$ cat config.mk
export PLATFORM = sky130hd
export DESIGN_NAME = image_pipe
export DESIGN_NICKNAME = d
export VERILOG_FILES = /design/src/common/geom_pkg.sv /design/src/common/stream_pkg.sv /design/src/image_pipe/image_pipe.sv
export SDC_FILE = /design/constraint.sdc
export NUM_CORES = 1
export LEC_CHECK = 0
export ABC_AREA = 1
export BUFFER_PORTS_ARGS = -buffer_cell sky130_fd_sc_hd__buf_2
export CORE_AREA = 2 2 157 159
export DETAILED_ROUTE_END_ITERATION = 6
export DIE_AREA = 0 0 159 161
export HOLD_SLACK_MARGIN = 0.05
export SLEW_MARGIN = 20
export SYNTH_ARGS = -nofsm -noshare
export SYNTH_HDL_FRONTEND = slang
export SYNTH_SLANG_ARGS = --single-unit
$ cat constraint.sdc
create_clock -name aclk -period 1.8 [get_ports aclk]
set_input_delay 0.36 -clock aclk [delete_from_list [all_inputs] [get_ports aclk]]
set_output_delay 0.36 -clock aclk [all_outputs]
set_load 0.01 [all_outputs]
$ cat src/common/geom_pkg.sv
`default_nettype none

package geom_pkg;

  // ~~~~~~~~~~~~~~~~~~~~~~~~~~~~~~~~~~~~~~~~~~~~~~~~~~~~~~~~~~~~
  // Pixel word
  // ~~~~~~~~~~~~~~~~~~~~~~~~~~~~~~~~~~~~~~~~~~~~~~~~~~~~~~~~~~~~

  localparam int word_width = 8;

  typedef logic [word_width-1:0] word_t;

  // ~~~~~~~~~~~~~~~~~~~~~~~~~~~~~~~~~~~~~~~~~~~~~~~~~~~~~~~~~~~~
  // Default engine geometry
  // ~~~~~~~~~~~~~~~~~~~~~~~~~~~~~~~~~~~~~~~~~~~~~~~~~~~~~~~~~~~~

  localparam int units_default        = 8;  // Output words per beat
  localparam int kernel_h_max_default = 5;  // Must stay odd

  // Wide enough for kernel_h_1 of the largest supported kernel
  localparam int bits_kernel_h = 3;

  // ~~~~~~~~~~~~~~~~~~~~~~~~~~~~~~~~~~~~~~~~~~~~~~~~~~~~~~~~~~~~
  // Header beat layout
  // ~~~~~~~~~~~~~~~~~~~~~~~~~~~~~~~~~~~~~~~~~~~~~~~~~~~~~~~~~~~~

  // One field per word, value in the low bits of the word
  localparam int i_is_not_max = 0;
  localparam int i_is_max     = 1;
  localparam int i_is_lrelu   = 2;
  localparam int i_kernel_h_1 = 3;

endpackage

`default_nettype wire

$ cat src/common/stream_pkg.sv
`default_nettype none

package stream_pkg;

  import geom_pkg::*;

  // Image configuration, sent alongside every image beat
  typedef struct packed {
    logic                     is_not_max;
    logic                     is_max;
    logic                     is_lrelu;
    logic [bits_kernel_h-1:0] kernel_h_1;  // Kernel height minus one
  } img_cfg_t;

  // Image pipe phases
  typedef enum logic [1:0] {
    set_s  = 2'd0,  // Waiting for the header beat
    ones_s = 2'd1,  // Activation config beats
    pass_s = 2'd2   // Image data
  } pipe_state_t;

  // Number of ones beats that follow a header
  function automatic logic [bits_kernel_h:0] ones_beats(
    input logic [bits_kernel_h-1:0] kernel_h_1
  );
    logic [bits_kernel_h:0] beats;
    beats = {1'b0, kernel_h_1} + 1'b1;
    return beats;
  endfunction

endpackage

`default_nettype wire

$ cat src/image_pipe/image_pipe.sv
`timescale 1ns/1ps
`default_nettype none

module image_pipe #(
  parameter int units        = 8,
  parameter int kernel_h_max = 5,
  localparam int units_edges = units + kernel_h_max - 1
) (
  input  wire logic                               aclk,
  input  wire logic                               rst,
  input  wire logic                               s1_valid,
  input  wire logic                               s1_last,
  input  wire geom_pkg::word_t [units_edges-1:0]  s1_data,
  input  wire logic                               s2_valid,
  input  wire geom_pkg::word_t [units_edges-1:0]  s2_data,
  input  wire logic                               p_ready,
  output logic                                    s1_ready,
  output logic                                    s2_ready,
  output logic                                    p_valid,
  output geom_pkg::word_t [units_edges-1:0]       p_data1,
  output geom_pkg::word_t [units_edges-1:0]       p_data2,
  output stream_pkg::img_cfg_t                    p_cfg,
  output logic                                    is_config
);

  import geom_pkg::*;
  import stream_pkg::*;

  pipe_state_t            state, state_next;
  img_cfg_t               cfg_q, cfg_d;
  logic [bits_kernel_h:0] ones_cnt;
  logic                   ones_last;
  logic                   s1_fire, hdr_take;

  assign s1_fire   = s1_valid && s1_ready;
  assign hdr_take  = (state == set_s) && s1_fire;
  assign ones_last = ones_cnt == ones_beats(cfg_q.kernel_h_1) - 1'b1;

  // Header fields, one per word
  assign cfg_d.is_not_max = s1_data[i_is_not_max][0];
  assign cfg_d.is_max     = s1_data[i_is_max][0];
  assign cfg_d.is_lrelu   = s1_data[i_is_lrelu][0];
  assign cfg_d.kernel_h_1 = s1_data[i_kernel_h_1][bits_kernel_h-1:0];

  // ~~~~~~~~~~~~~~~~~~~~~~~~~~~~~~~~~~~~~~~~~~~~~~~~~~~~~~~~~~~~
  // FSM
  // ~~~~~~~~~~~~~~~~~~~~~~~~~~~~~~~~~~~~~~~~~~~~~~~~~~~~~~~~~~~~

  always_comb begin
    state_next = state;
    unique case (state)
      set_s:   if (s1_fire) state_next = ones_s;
      ones_s:  if (ones_last && p_ready) state_next = pass_s;
      default: if (s1_fire && s1_last) state_next = set_s;  // New header per image
    endcase
  end

  always_ff @(posedge aclk) begin
    if (rst) begin
      state    <= set_s;
      cfg_q    <= '0;
      ones_cnt <= '0;
    end else begin
      state <= state_next;
      if (hdr_take) cfg_q <= cfg_d;
      if (state != ones_s) ones_cnt <= '0;
      else if (p_ready)    ones_cnt <= ones_cnt + 1'b1;
    end
  end

  // Output decoder
  always_comb begin
    unique case (state)
      set_s: begin
        p_valid  = 1'b0;     // Header is swallowed here
        s1_ready = p_ready;
        s2_ready = 1'b0;
      end
      ones_s: begin
        p_valid  = 1'b1;
        s1_ready = 1'b0;
        s2_ready = 1'b0;
      end
      default: begin
        // Max mode consumes both streams in lock step
        p_valid  = cfg_q.is_max ? (s1_valid && s2_valid) : s1_valid;
        s1_ready = cfg_q.is_max ? (p_ready && s2_valid) : p_ready;
        s2_ready = cfg_q.is_max ? (p_ready && s1_valid) : 1'b0;
      end
    endcase
  end

  // Lane muxing, ones beats carry 1 in word 0 only
  always_comb begin
    for (int u = 0; u < units_edges; u++) begin
      if (state == ones_s) begin
        p_data1[u] = word_t'(u == 0);
        p_data2[u] = word_t'(u == 0);
      end else begin
        p_data1[u] = s1_data[u];
        p_data2[u] = cfg_q.is_max ? s2_data[u] : s1_data[u];
      end
    end
  end

  assign p_cfg     = cfg_q;
  assign is_config = state == ones_s;

  a_state_legal : assert property (@(posedge aclk) disable iff (rst)
    state inside {set_s, ones_s, pass_s});

  // Header must select exactly one lane mode by the time data flows
  a_mode_excl : assert property (@(posedge aclk) disable iff (rst)
    hdr_take |=> !(cfg_q.is_max && cfg_q.is_not_max));

endmodule

`default_nettype wire

==> metrics <==
Num Clock Sinks 12; full die area 25600 µm²; total gr overflow 0; family with the most delay on the worst path buffers and inverters; Worst Hold Depth 2; cell area after synthesis between 2000 and 3000 µm²; count of final max-slew check failures 0; ratio of final minimum period to clock period 1.02; crit-path cells inv_4 > nor2_8 > clkinv_8 > buf_12 > o21ai_0 > a21oi_1 > buf_2; post-detail-place hpwl 13900 µm; wire length after detailed routing roughly 20000 µm; Initial Utilization 0.105; port buffer count around 400; deepest clock path buffer count 2; combined global-route utilization of all metal layers 0.123; net count after synthesis 711; die span in x around 160 µm; worst-path fanout max 22; detailed-route DRC error count 0; fraction of layout cells with a size suffix above 1 0.590; via count of the routed design between 4k and 5k; CTS tree done; power density over cell area a little under 500 nW/µm²; Worst Path Arrival 1.48 ns; Clock transition at path regs about 0.04 ns; most common cell after layout, fill and taps aside sky130_fd_sc_hd__buf_2; leakage power figure ~3.5 nW; Die Ht about 160 µm; peak supply drop approximately 470 µV; slowest cell on the critical path sky130_fd_sc_hd__dfxtp_2; run status complete, but fails checks; critical path type register to primary output; row count 57; Final Critical Period 1.84 ns; post-route ant nets 0; Post-Synthesis Mean Instance Area about 4.9 µm²; critical path depth 7; core box area between 20000 and 25000 µm²; number of hold violations in the final report 0; Fillers roughly 2.7k; measured slew at the worst slew-check pin about 0.34 ns; number of buffers and inverters on the critical path 4; count of H-tree levels built during CTS 1; ANT cells 0; RSZ-0062 raised after global routing yes; detailed-routing iteration count for the pre-antenna-repair pass 5; routed len/inst around 16 µm; Worst slew margin 0.770; #FFs+latches synth 12; pin count of the biggest net entering global routing between 50 and 60; required time worst endpoint ~1.4 ns; clock insertion delay at the later pin of the skew report between 0.2 and 0.25 ns; Worst path max stage delay about 0.33 ns; mean number of vias per cell between 4 and 5; HP Class primary input to register; worst clock skew on the final layout roughly 0.0020 ns; wire length of the first global-routing pass ~25000 µm; area occupied by multi-input gates between 1500 and 2000 µm²; I/O pins 400; kind of start point of the critical path register; Final Non-Filler Cells 1247; post-synthesis instance total ~510; post-route setup slack -0.0395 ns; count of hold-fix buffers inserted at cts 0; total non-filler cell area in the finished layout 5950 µm²; total power approximately 2.9 mW; reported max-cap violation count 0; commonest cells after routing, fill and taps aside 394 x sky130_fd_sc_hd__buf_2, 105 x sky130_fd_sc_hd__inv_1, 98 x sky130_fd_sc_hd__nor2_1; post-synthesis to final-layout area growth 136%; setup violation total in the final timing report 12; portion of the post-synthesis area used by sequential elements 0.0955; dpl cell area ~5000 µm²; r2r worst-path depth 7; highest clock frequency the design can meet 0.544 GHz; placer's final routability congestion estimate 0.883; detailed router's first-iteration violation count ~240; Register Area ~250 µm²; library cell used as clock root buffer sky130_fd_sc_hd__clkbuf_16; yosys synthesis warning count 0; number of antenna violations at the first check in global routing 2; count of unique library cells instantiated by Yosys 28; number of CTS-inserted buffers 3; Placed Instances about 1.2k; number of global-route vias before repair 4411; Setup Total Neg Slack -0.130 ns; violations in the final reports negative setup slack; endpoint kind of the worst setup timing path primary output; Final #Nets 1123
sequential cells by signal, indices dropped and copies added (netlist names):
name,cells
ones_cnt,4
state,2
p_cfg,6
per-stage QoR:
step	hold slack, ns	setup WS (ns)	util
after detailed placement	0.439	0.0953	0.208
after CTS	0.398	-0.0590	0.220
after floorplan	0.429	0.196	-
after global routing	0.407	-0.0718	0.248
after global placement	0.431	0.112	0.208
final	0.395	-0.0395	0.248
repair_timing:
action / CTS / global route
gates resized for setup: 13 / 145
setup buffers: 4 / 7
cloned: 4 / 12
endpoints found under the setup margin: 121 / 123
cell type report:
type                            instances  share of cell area
Clock buffer                            4              0.0149
Inverter                              111              0.0753
Multi-Input combinational cell        347               0.326
Sequential cell                        12              0.0414
Tap cell                              324              0.0682
Timing Repair Buffer                  448               0.472
Timing Repair inverter                  1             0.00147
layer usage:
metal	routed length, µm	global-route usage	up-vias
met5	15	0	-
met4	336	0.0202	2
met3	1250	0.0193	25
met2	9560	0.226	294
met1	8390	0.154	2227
li1	-	-	2444
power breakdown:
part	switching [mW]	internal, mW
Sequential	0.0170	0.280
Clock	0.115	0.335
Combinational	1.16	0.969
path summary, 6_finish.rpt:
check,to,slack (ns),start
hold / removal,state[0]$_SDFFE_PP0P_,0.39,rst
setup / recovery,p_data2[50],-0.04,state[0]$_SDFFE_PP0P_
hold reg to reg,p_cfg[5]$_SDFFE_PP0P_,0.45,p_cfg[5]$_SDFFE_PP0P_
setup reg to reg,ones_cnt[2]$_SDFFE_PP0P_,0.47,state[0]$_SDFFE_PP0P_
synthesized netlist by cell type (all sizes together):
cell / instances / share of area
ha: 1 / 0.0050
nand2: 16 / 0.024
o21ai: 102 / 0.20
clkbuf: 17 / 0.027
nand4: 2 / 0.0075
nand3: 5 / 0.0099
buf: 25 / 0.055
or2: 1 / 0.0025
and2: 1 / 0.0025
inv: 111 / 0.17
nor4: 1 / 0.0025
xor2: 1 / 0.0035
o211ai: 1 / 0.0030
nor2: 110 / 0.17
o31ai: 1 / 0.0030
dfxtp: 12 / 0.095
a21oi: 105 / 0.22
logic make-up after synthesis:
group / synth area share
AOI/OAI and AO/OA: 0.425
xor gates and xnor gates: 0.00348
adders and majority gates: 0.00497
buffers and inverters: 0.249
DFF: 0.0955
and+or+nand+nor: 0.222
(Power assumes the default switching activity.)
