===== config.mk =====
export PLATFORM = sky130hd
export DESIGN_NAME = reg_slice
export DESIGN_NICKNAME = d
export VERILOG_FILES = /design/src/logic/reg_slice.sv
export SDC_FILE = /design/constraint.sdc
export NUM_CORES = 1
export LEC_CHECK = 0
export BUFFER_PORTS_ARGS = -buffer_cell sky130_fd_sc_hd__buf_2
export CORE_AREA = 3 3 40 42
export CTS_BUF_LIST = sky130_fd_sc_hd__clkbuf_8
export DETAILED_ROUTE_END_ITERATION = 12
export DIE_AREA = 0 0 43 45
export GPL_ROUTABILITY_DRIVEN = 1
export PLACE_DENSITY = 0.46
export SLEW_MARGIN = 10
export SYNTH_ARGS = -nofsm -noshare
export SYNTH_HDL_FRONTEND = slang
export SYNTH_SLANG_ARGS = --single-unit

===== constraint.sdc =====
create_clock -name aclk -period 4.2 [get_ports aclk]
set_input_delay 0.63 -clock aclk [delete_from_list [all_inputs] [get_ports aclk]]
set_output_delay 0.63 -clock aclk [all_outputs]
set_load 0.005 [all_outputs]

===== src/logic/reg_slice.sv =====
`timescale 1ns/1ps
`default_nettype none

module reg_slice #(
  parameter type payload_t = logic
) (
  input  wire logic     aclk,
  input  wire logic     rst,
  input  wire logic     s_valid,
  input  wire payload_t s_data,
  input  wire logic     m_ready,
  output logic          s_ready,
  output logic          m_valid,
  output payload_t      m_data
);

  payload_t   mem [2];
  logic       wr_ptr, rd_ptr;
  logic [1:0] count;   // Entries held, 0 to 2
  logic       push, pop;

  assign push = s_valid && s_ready;
  assign pop  = m_valid && m_ready;

  // Ready looks only at occupancy, never at m_ready
  assign s_ready = count != 2'd2;
  assign m_valid = count != 2'd0;
  assign m_data  = mem[rd_ptr];

  always_ff @(posedge aclk) begin
    if (rst) begin
      wr_ptr <= 1'b0;
      rd_ptr <= 1'b0;
      count  <= 2'd0;
    end else begin
      if (push) wr_ptr <= ~wr_ptr;
      if (pop)  rd_ptr <= ~rd_ptr;
      count <= count + 2'(push) - 2'(pop);
    end
  end

  always_ff @(posedge aclk) begin
    if (push) mem[wr_ptr] <= s_data;
  end

  a_hold_stalled : assert property (@(posedge aclk) disable iff (rst)
    m_valid && !m_ready |=> m_valid && $stable(m_data));

endmodule

`default_nettype wire


==> qor.csv, run 1 <==
stage;metric;value;unit
worst_setup_path;Reg2Reg Launch Point;count[0]$_SDFF_PP0_;
synth;main combinational cell family by area after synthesis;simple AND/OR/NAND/NOR gates;
pwr;Clk network pwr share;30.8;%
timing;setup TNS;0;ps
synth;Cell Area, Synth;319;sq um
outcome;outcome;complete, no violations;
synth;number of warnings reported in the yosys synthesis log;0;
timing;number of pins exceeding their max-slew limit in the final report;0;
worst_setup_path;capturing element type of the critical path;register;
detailed_routing;vias post-DR;213;
detailed_routing;1st-pass router iterations;2;
clocking;Post-CTS Setup Inserts;0;
detailed_routing;Antenna Violating Nets Remaining;0;
synth;Mean Syn Cell Area;11.4;sq um
min_path;Worst Hold End;rd_ptr$_SDFFE_PP0P_;
detailed_routing;number of vias per cell;3.94;
clocking;clock slew at the register clock pins of the worst setup and hold paths;40;ps
pwr;switching part of the total;28.2;%
synth;number of cells produced by synthesis;28;
clocking;Hold-fix buffers, CTS;0;
placement;worst setup timing slack at the placement stage;2340;ps
synth;Area contributors post-synth;dfxtp_1 (31%), edfxtp_1 (19%), ha_1 (7.8%);
grt;initial antenna violation count;0;
timing;minimum period implied by the final worst setup slack;1630;ps
clocking;CTS root buf;clkbuf_8;
min_path;cell depth of the worst min-delay path;2;
floorplan;initial core utilization;24.8;%
worst_setup_path;R2R Setup Slk;2600;ps
grt;via count of the first global-routing pass;222;
worst_setup_path;Critical Path AT;1770;ps
floorplan;total I/O pin count;8;
detailed_routing;average detailed-routed wire length per instance;8.93;um
job;number of max-capacitance violations reported;0;
timing;worst rel slew slack;87.5;%
synth;post-synthesis xor/xnor area fraction;5.49;%
floorplan;number of cell rows;13;
pwr;worst vdd rail ir drop;239;uV
pwr;sequential fraction of design power;36.7;%
finish;Syn-to-layout area delta;31.0;%
synth;number of different library cells in the post-synthesis netlist;18;
timing;slew at the pin with the worst max-slew slack;187;ps
clocking;CTS buffer count;3;
synth;total nets after synthesis;35;
floorplan;die boundary height;45;um
timing;Final Setup Violations;0;
clocking;maximum buffer depth of the clock tree;2;
synth;fraction of the mapped netlist area in adder cells;7.84;%
worst_setup_path;WP data required;4340;ps
worst_setup_path;Startpoint Class;input pin;
grt;leftover overflow at the end of global routing;0;
finish;antenna cell count;0;
clocking;clock latency reported for the late side of the worst-skew pair;220;ps
grt;maximum number of pins on one net before global-route repair;7;
worst_setup_path;depth of the worst register-to-register path;8;
synth;Post-Synth Simple-Gate Area;24.3;%
timing;Setup Skew;0.347;ps
clocking;total number of clock tree sinks;7;
finish;number of inserted filler cells in the final layout;134;
floorplan;placeable core region;0.00128;sq mm
worst_setup_path;end of the worst register-to-register path;count[1]$_SDFF_PP0_;
placement;post-detailed-placement half-perimeter wirelength;397;um
finish;layout net count;47;
timing;setup repair after global routing missed its margin;false;
min_path;kind of path behind the tightest hold check;reg -> reg;
placement;count of port buffers added during placement;7;
clocking;H-tree depth;1;
timing;final clock period utilization by the worst path;38.7;%
synth;share of synthesized area occupied by flip-flops and latches;50.2;%
floorplan;die span in x;43;um
synth;area share of the leading cell type in the synthesized netlist;31.4;%
worst_setup_path;maximum net fanout on the critical path;2;
pwr;Internal;0.209;mW
worst_setup_path;type of the worst setup path;in -> reg;
finish;most common cell after layout, fill and taps aside;buf_2;
min_path;startpoint of the lowest-slack hold path;rd_ptr$_SDFFE_PP0P_;
finish;ratio of cells with drive above 1 in the final layout;43.6;%
pwr;switching power;0.0819;mW
floorplan;DIE AREA;0.00194;sq mm
synth;cell taking the most area after synthesis;dfxtp_1;
placement;Final Wtd Congestion;0.729;
finish;leading cell types in the layout, fill and taps excluded;buf_2 (7), nor2_1 (5), dfxtp_1 (5);
timing;maximum operating frequency;615;MHz
pwr;combinational share of power;32.4;%
pwr;Cell Pwr Density;696;mW/mm^2
timing;number of failing hold endpoints at the final stage;0;
detailed_routing;DRC violation count after routing;0;
detailed_routing;Final Routed Wirelength;482;um
clocking;clock tree from TritonCTS;yes;
grt;combined global-route utilization of all metal layers;6.62;%
synth;portion of netlist area occupied by mux cells;8.24;%
synth;post-synthesis compound-gate area fraction;2.75;%
detailed_routing;DRC violation total after the first TritonRoute iteration;3;
grt;first-pass GRT wire length;862;um
synth;register bit count reported by yosys;7;
clocking;count of instances resized after the clock tree is built;0;
pwr;reported leakage power;0.200;nW
timing;worst-case setup margin in the final layout;2570;ps
synthesized netlist by cell type:
master    count
and2_1        1
and2b_1       1
and3_2        1
dfxtp_1       5
edfxtp_1      2
ha_1          2
inv_1         1
mux2_2        1
mux2_4        1
nand2_4       1
nand2b_2      1
nor2_1        5
nor2b_1       1
nor3_1        1
o21a_2        1
or2_2         1
xnor2_1       1
xor2_1        1
layer usage:
metal | up-vias | wire length (um) | track usage [%]
met4 | 0 | 0 | 5.42
met3 | 0 | 41 | 5.18
met2 | 5 | 256 | 9.88
met1 | 95 | 185 | 5.88
met5 | - | 0 | 0
li1 | 113 | - | -
worst max-delay path, stage by stage:
cell and delay, ps:
buf_2 100, o21a_2 120, ha_1 270, inv_1 40
ha_1 170, xor2_1 150, and2_1 160, nor3_1 130
power groups by stage:
stage | Clock [mW] | Sequential, mW | Combinational (mW)
2_1_floorplan | 0 | 0.105 | 0.0715
3_3_place_gp | 0 | 0.107 | 0.0935
3_5_place_dp | 0 | 0.108 | 0.0961
4_1_cts | 0.0939 | 0.107 | 0.0969
5_1_grt | 0.0969 | 0.110 | 0.110
6_report | 0.0896 | 0.107 | 0.0943
logic make-up (layout without fill, tap and decap cells):
group / count (synthesis) / after routing
DFF: 7 / 7
buffers and inverters: 1 / 12
muxes: 2 / 2
AOI/OAI and AO/OA: 1 / 1
xor gates and xnor gates: 2 / 2
adders and majority gates: 2 / 2
and+or+nand+nor: 13 / 13
layout make-up:
cell class / count / area (sq um) / share of cell area [%]
Clock inverter: 1 / 3.75 / 0.898
Inverter: 1 / 3.75 / 0.898
Clock buffer: 3 / 41.3 / 9.88
Sequential cell: 7 / 160 / 38.3
Tap cell: 15 / 18.8 / 4.49
Multi-Input combinational cell: 20 / 155 / 37.1
Timing Repair Buffer: 7 / 35.0 / 8.38
how the worst max path moves through the flow:
stage / startpoint / endpoint / slack [ps] / cells after the start
floorplan: m_ready / count[1]$_SDFF_PP0_ / 2530 / 7
global placement: m_ready / count[1]$_SDFF_PP0_ / 2410 / 8
detailed placement: m_ready / count[1]$_SDFF_PP0_ / 2340 / 8
CTS: m_ready / count[1]$_SDFF_PP0_ / 2570 / 8
global route: count[0]$_SDFF_PP0_ / count[1]$_SDFF_PP0_ / 2420 / 8
finish: m_ready / count[1]$_SDFF_PP0_ / 2570 / 8
stage by stage:
step                util, %  total power [mW]  instance area [sq um]  instances  hold slack [ps]
floorplan                 -             0.176                    319         28              480
global placement       29.0             0.200                    373         50              506
detailed placement     29.0             0.204                    373         50              506
CTS                    32.5             0.298                    418         54              519
global route           32.5             0.317                    418         54              535
finish                 32.5             0.291                    418         54              508
Power figures use the tool's default switching activity.
==> inputs of run 2 (changes only) <==
==> constraint.sdc (replaced) <==
create_clock -name aclk -period 1.6 [get_ports aclk]
set_input_delay 0.24 -clock aclk [delete_from_list [all_inputs] [get_ports aclk]]
set_output_delay 0.24 -clock aclk [all_outputs]
set_load 0.005 [all_outputs]
==> qor.csv, run 2 (synthesis gave the netlist of run 1 again) <==
stage;metric;value;unit;change
pwr;reported leakage power;0.219;nW;+9.8%
pwr;switching power;0.261;mW;+220%
floorplan;total I/O pin count;8;;unchanged
timing;final clock period utilization by the worst path;95.8;%;
outcome;outcome;complete, no violations;;
worst_setup_path;capturing element type of the critical path;register;;
worst_setup_path;Startpoint Class;register;;
clocking;H-tree depth;1;;unchanged
pwr;sequential fraction of design power;34.9;%;-1.8 points
worst_setup_path;depth of the worst register-to-register path;7;;-1
grt;via count of the first global-routing pass;245;;+10%
placement;post-detailed-placement half-perimeter wirelength;415;um;+4.5%
clocking;clock slew at the register clock pins of the worst setup and hold paths;40;ps;about the same
floorplan;initial core utilization;24.8;%;unchanged
detailed_routing;vias post-DR;245;;+15%
worst_setup_path;Stages on worst setup path;7;;-1
min_path;cell depth of the worst min-delay path;1;;-1
clocking;clock tree from TritonCTS;yes;;
min_path;kind of path behind the tightest hold check;in -> reg;;
pwr;worst vdd rail ir drop;676;uV;+180%
placement;Final Wtd Congestion;0.723;;-0.89%
pwr;combinational share of power;37.3;%;+4.9 points
finish;leading cell types in the layout, fill and taps excluded;buf_2 (7), nor2_1 (5), dfxtp_1 (3), clkbuf_8 (3), buf_4 (3);;
timing;number of pins exceeding their max-slew limit in the final report;0;;unchanged
worst_setup_path;maximum net fanout on the critical path;4;;+2
grt;initial antenna violation count;0;;unchanged
finish;Util after Layout;37.3;%;+4.8 points
pwr;Cell Pwr Density;1830;mW/mm^2;+160%
worst_setup_path;source of the critical timing path;count[0]$_SDFF_PP0_;;
timing;Final Setup Violations;0;;unchanged
timing;worst rel slew slack;86.8;%;-0.67 points
worst_setup_path;Top delay family on crit path;adder cells;;
finish;layout net count;50;;+6.4%
job;number of max-capacitance violations reported;0;;unchanged
clocking;maximum buffer depth of the clock tree;2;;unchanged
finish;ratio of cells with drive above 1 in the final layout;59.5;%;+16 points
pwr;Clk network pwr share;27.8;%;-3.0 points
detailed_routing;average detailed-routed wire length per instance;11.2;um;+26%
worst_setup_path;WP data required;1750;ps;-2590 ps
worst_setup_path;type of the worst setup path;reg -> reg;;
placement;instance area at placement;373;sq um;unchanged
grt;combined global-route utilization of all metal layers;7.80;%;+1.2 points
timing;minimum period implied by the final worst setup slack;1530;ps;
finish;total non-filler cell area in the finished layout;479;sq um;+15%
timing;Setup Skew;1.03;ps;+0.678 ps
floorplan;placeable core region;0.00128;sq mm;unchanged
finish;antenna cell count;0;;unchanged
detailed_routing;DRC violation count after routing;0;;unchanged
pwr;switching part of the total;29.8;%;+1.6 points
grt;first-pass GRT wire length;986;um;+14%
floorplan;die span in x;43;um;unchanged
floorplan;number of cell rows;13;;unchanged
timing;number of failing hold endpoints at the final stage;0;;unchanged
detailed_routing;Final Routed Wirelength;641;um;+33%
floorplan;DIE AREA;0.00194;sq mm;unchanged
finish;Syn-to-layout area delta;50.2;%;
detailed_routing;1st-pass router iterations;2;;unchanged
pwr;Internal;0.617;mW;+200%
worst_setup_path;capturing element of the worst setup path;count[1]$_SDFF_PP0_;;
detailed_routing;number of vias per cell;4.30;;+9.0%
timing;setup repair after global routing missed its margin;true;;
timing;slew at the pin with the worst max-slew slack;197;ps;+10.0 ps
clocking;Hold-fix buffers, CTS;0;;unchanged
worst_setup_path;Reg2Reg Launch Point;count[0]$_SDFF_PP0_;;
worst_setup_path;R2R Setup Slk;70;ps;-2530 ps
detailed_routing;DRC violation total after the first TritonRoute iteration;1;;-2
worst_setup_path;maximum cell stage delay along the critical path;350;ps;+80 ps
clocking;CTS buffer count;3;;unchanged
worst_setup_path;Critical Path AT;1680;ps;-90 ps
floorplan;die boundary height;45;um;unchanged
worst_setup_path;cell with the largest stage delay on the worst path;dfxtp_4;;
grt;maximum number of pins on one net before global-route repair;7;;unchanged
pwr;final total power;0.878;mW;+200%
clocking;clock latency reported for the late side of the worst-skew pair;230;ps;about the same
grt;leftover overflow at the end of global routing;0;;unchanged
worst_setup_path;buffers plus inverters on the worst setup path;1;;-1
timing;maximum operating frequency;653;MHz;
clocking;total number of clock tree sinks;7;;unchanged
worst_setup_path;cell breakdown of the critical path;o21a_4 -> ha_4 -> inv_1 -> ha_2 -> xor2_1 -> and2_1 -> nor3_2;;
placement;count of port buffers added during placement;7;;unchanged
worst_setup_path;end of the worst register-to-register path;count[1]$_SDFF_PP0_;;
clocking;CTS root buf;clkbuf_8;;
detailed_routing;Antenna Violating Nets Remaining;0;;unchanged
finish;most common cell after layout, fill and taps aside;buf_2;;
## run 2: cell count changes in the layout (fill, tap and decap cells not counted)
cell | before | now
buf_4 | 0 | 3
dfxtp_1 | 5 | 3
dfxtp_4 | 0 | 2
ha_1 | 2 | 0
ha_2 | 0 | 1
ha_4 | 0 | 1
nand2b_2 | 1 | 0
nand2b_4 | 0 | 1
nor3_1 | 1 | 0
nor3_2 | 0 | 1
o21a_2 | 1 | 0
o21a_4 | 0 | 1
## run 2: layout make-up
cell class,count,area (sq um)
well taps,15,18.8
clock inverters,1,3.75
repair buffers,10,57.6
fillers,128,806
clock buffers,3,41.3
inverters,1,3.75
multi-input cells,20,186
flip-flops and latches,7,168
## run 2: how the worst min path moves through the flow
stage               startpoint                   to  slack [ps]
finish                  s_data     mem[1]$_DFFE_PP_         210
global route            s_data     mem[0]$_DFFE_PP_         200
CTS                     s_data     mem[0]$_DFFE_PP_         200
detailed placement      s_data     mem[0]$_DFFE_PP_         440
global placement        s_data     mem[1]$_DFFE_PP_         430
floorplan                  rst  count[0]$_SDFF_PP0_         310
## run 2: per-layer routing
layer  GRT usage (%)  wire length (um)  vias to the layer above
met3            5.18                36                        2
li1                -                 -                      122
met1            4.91               227                      114
met2            13.5               365                        7
met5               0                 0                        -
met4            9.04                12                        0
## run 2: repair_timing
action,CTS,global route
buffers inserted,0,3
setup endpoints to repair,1,1
gates resized for setup,1,8
pin swaps,0,5
gates cloned,0,0
## run 2: per-stage QoR
stage               hold slack, ps  setup TNS (ps)  setup WS (ps)  cells
floorplan                      312               0            117     28
global placement               431               0           80.8     50
detailed placement             437               0           8.47     50
CTS                            200               0           1.56     54
global route                   202           -16.1          -16.1     57
finish                         206               0           67.6     57
## run 2: power by group through the flow
| stage | clock (mW) | sequential [mW] | combinational [mW] |
|---|---|---|---|
| 2_1_floorplan | 0 | 0.275 | 0.188 |
| 3_3_place_gp | 0 | 0.280 | 0.246 |
| 3_5_place_dp | 0 | 0.283 | 0.253 |
| 4_1_cts | 0.252 | 0.285 | 0.261 |
| 5_1_grt | 0.271 | 0.315 | 0.368 |
| 6_report | 0.244 | 0.306 | 0.328 |
==> inputs of run 3 (changes only) <==
--- a/config.mk
+++ b/config.mk
@@ -7,7 +7,6 @@
 export LEC_CHECK = 0
 export BUFFER_PORTS_ARGS = -buffer_cell sky130_fd_sc_hd__buf_2
 export CORE_AREA = 3 3 40 42
-export CTS_BUF_LIST = sky130_fd_sc_hd__clkbuf_8
 export DETAILED_ROUTE_END_ITERATION = 12
 export DIE_AREA = 0 0 43 45
 export GPL_ROUTABILITY_DRIVEN = 1
==> qor.csv, run 3 (synthesis gave the netlist of run 1 again) <==
stage;metric;value;unit;change
outcome;outcome;complete, no violations;;
timing;final clock period utilization by the worst path;96.2;%;+0.39 points
timing;slew at the pin with the worst max-slew slack;201;ps;+4.34 ps
floorplan;initial core utilization;24.8;%;unchanged
detailed_routing;DRC violation total after the first TritonRoute iteration;1;;unchanged
timing;number of failing hold endpoints at the final stage;0;;unchanged
floorplan;total I/O pin count;8;;unchanged
pwr;combinational share of power;40.8;%;+3.5 points
worst_setup_path;Critical Path AT;1720;ps;+40 ps
finish;total area of sequential cells;168;sq um;unchanged
detailed_routing;number of vias per cell;4.14;;-3.7%
pwr;worst vdd rail ir drop;629;uV;-6.9%
detailed_routing;Antenna Violating Nets Remaining;0;;unchanged
detailed_routing;DRC violation count after routing;0;;unchanged
clocking;clock slew at the register clock pins of the worst setup and hold paths;60;ps;+20 ps
worst_setup_path;cell breakdown of the critical path;o21a_4 -> ha_4 -> inv_1 -> ha_2 -> xor2_1 -> and2_1 -> nor3_2;;
clocking;CTS buffer count;3;;unchanged
worst_setup_path;capturing element type of the critical path;register;;
worst_setup_path;maximum net fanout on the critical path;4;;unchanged
placement;Cell Count Post-Placement;50;;unchanged
pwr;switching power;0.256;mW;-1.8%
pwr;Cell Pwr Density;1740;mW/mm^2;-4.9%
worst_setup_path;type of the worst setup path;reg -> reg;;
clocking;clock tree from TritonCTS;yes;;
worst_setup_path;Startpoint Class;register;;
floorplan;die span in x;43;um;unchanged
worst_setup_path;maximum cell stage delay along the critical path;360;ps;about the same
min_path;kind of path behind the tightest hold check;in -> reg;;
grt;combined global-route utilization of all metal layers;7.71;%;-0.084 points
placement;count of port buffers added during placement;7;;unchanged
floorplan;die boundary height;45;um;unchanged
pwr;final total power;0.802;mW;-8.7%
clocking;CTS root buf;clkbuf_4;;
job;number of max-capacitance violations reported;0;;unchanged
grt;leftover overflow at the end of global routing;0;;unchanged
timing;setup TNS;0;ps;unchanged
grt;initial antenna violation count;0;;unchanged
timing;Setup Skew;7.18;ps;+6.15 ps
detailed_routing;vias post-DR;236;;-3.7%
finish;area of the multi-input gates;186;sq um;unchanged
placement;post-detailed-placement half-perimeter wirelength;415;um;unchanged
clocking;clock latency reported for the late side of the worst-skew pair;260;ps;+30 ps
placement;Final Wtd Congestion;0.723;;unchanged
floorplan;placeable core region;0.00128;sq mm;unchanged
worst_setup_path;Top delay family on crit path;adder cells;;
placement;instance area at placement;373;sq um;unchanged
finish;layout net count;50;;unchanged
clocking;maximum buffer depth of the clock tree;2;;unchanged
clocking;total number of clock tree sinks;7;;unchanged
grt;via count of the first global-routing pass;245;;unchanged
detailed_routing;Final Routed Wirelength;636;um;-0.78%
detailed_routing;1st-pass router iterations;2;;unchanged
timing;setup repair after global routing missed its margin;true;;
floorplan;DIE AREA;0.00194;sq mm;unchanged
pwr;reported leakage power;0.208;nW;-5.4%
timing;worst rel slew slack;86.5;%;-0.29 points
timing;maximum operating frequency;650;MHz;-0.41%
worst_setup_path;buffers plus inverters on the worst setup path;1;;unchanged
grt;first-pass GRT wire length;972;um;-1.4%
grt;maximum number of pins on one net before global-route repair;7;;unchanged
clocking;H-tree depth;1;;unchanged
finish;Syn-to-layout area delta;44.3;%;
pwr;switching part of the total;32.0;%;+2.2 points
worst_setup_path;WP data required;1780;ps;+30 ps
pwr;Clk network pwr share;21.0;%;-6.8 points
pwr;Internal;0.545;mW;-12%
timing;minimum period implied by the final worst setup slack;1540;ps;+6.31 ps
finish;total non-filler cell area in the finished layout;460;sq um;-3.9%
finish;leading cell types in the layout, fill and taps excluded;buf_2 (7), nor2_1 (5), dfxtp_1 (3), clkbuf_4 (3), buf_4 (3);;
pwr;sequential fraction of design power;38.2;%;+3.3 points
finish;most common cell after layout, fill and taps aside;buf_2;;
clocking;Hold-fix buffers, CTS;0;;unchanged
finish;ratio of cells with drive above 1 in the final layout;59.5;%;unchanged
worst_setup_path;cell with the largest stage delay on the worst path;dfxtp_4;;
floorplan;number of cell rows;13;;unchanged
timing;Final Setup Violations;0;;unchanged
detailed_routing;average detailed-routed wire length per instance;11.2;um;-0.78%
timing;number of pins exceeding their max-slew limit in the final report;0;;unchanged
finish;antenna cell count;0;;unchanged
finish;number of inserted filler cells in the final layout;135;;+5.5%
finish;Finished Layout Cells;57;;unchanged
==> run 3: cell count changes in the layout (fill, tap and decap cells not counted) <==
cell      change
clkbuf_4      +3
clkbuf_1      +1
inv_1         -1
clkbuf_8      -3
==> run 3: layout make-up <==
class / count / area share (%)
multi-input combinational: 20 / 40.5
sequential: 7 / 36.4
timing repair buffer: 10 / 12.5
clock buffer: 4 / 5.71
tap: 15 / 4.08
inverter: 1 / 0.815
==> run 3: worst paths after layout <==
path | from | end | slack, ps | depth (start not counted)
worst max-delay path | count[0]$_SDFF_PP0_ | count[1]$_SDFF_PP0_ | 60 | 7
worst min-delay path | s_data | mem[1]$_DFFE_PP_ | 180 | 1
worst max register to register | count[0]$_SDFF_PP0_ | count[1]$_SDFF_PP0_ | 60 | 7
worst min register to register | rd_ptr$_SDFFE_PP0P_ | rd_ptr$_SDFFE_PP0P_ | 530 | 2
==> run 3: power by group through the flow <==
stage	logic (mW)	registers (mW)	clock network [mW]
after floorplan	0.188	0.275	0
after global placement	0.246	0.280	0
after detailed placement	0.253	0.283	0
after CTS	0.262	0.287	0.172
after global routing	0.366	0.315	0.193
final	0.327	0.306	0.169
==> run 3: worst register-to-register path, cell delays in order (launching register included) <==
cell and delay, ps:
dfxtp_4 360, o21a_4 230, ha_4 250, inv_1 30
ha_2 160, xor2_1 160, and2_1 140, nor3_2 140
==> run 3: timing repair <==
action	in CTS	in global routing
setup buffers	0	3
endpoints found under the setup margin	1	1
pin swaps	0	5
cloned	0	0
gates resized for setup	2	7
==> run 3: per-layer routing <==
metal	up-vias	GRT usage (%)	wire length, um
li1	121	-	-
met1	108	4.67	235
met2	5	13.5	358
met3	2	5.18	31
met4	0	9.04	12
met5	-	0	0
==> run 3: metrics by stage <==
stage	hold slack, ps	setup slack [ps]	utilization [%]
floorplan	312	117	-
global placement	431	80.8	29.0
detailed placement	437	8.47	29.0
CTS	168	5.18	31.5
global route	162	-15.8	35.8
finish	179	61.3	35.8
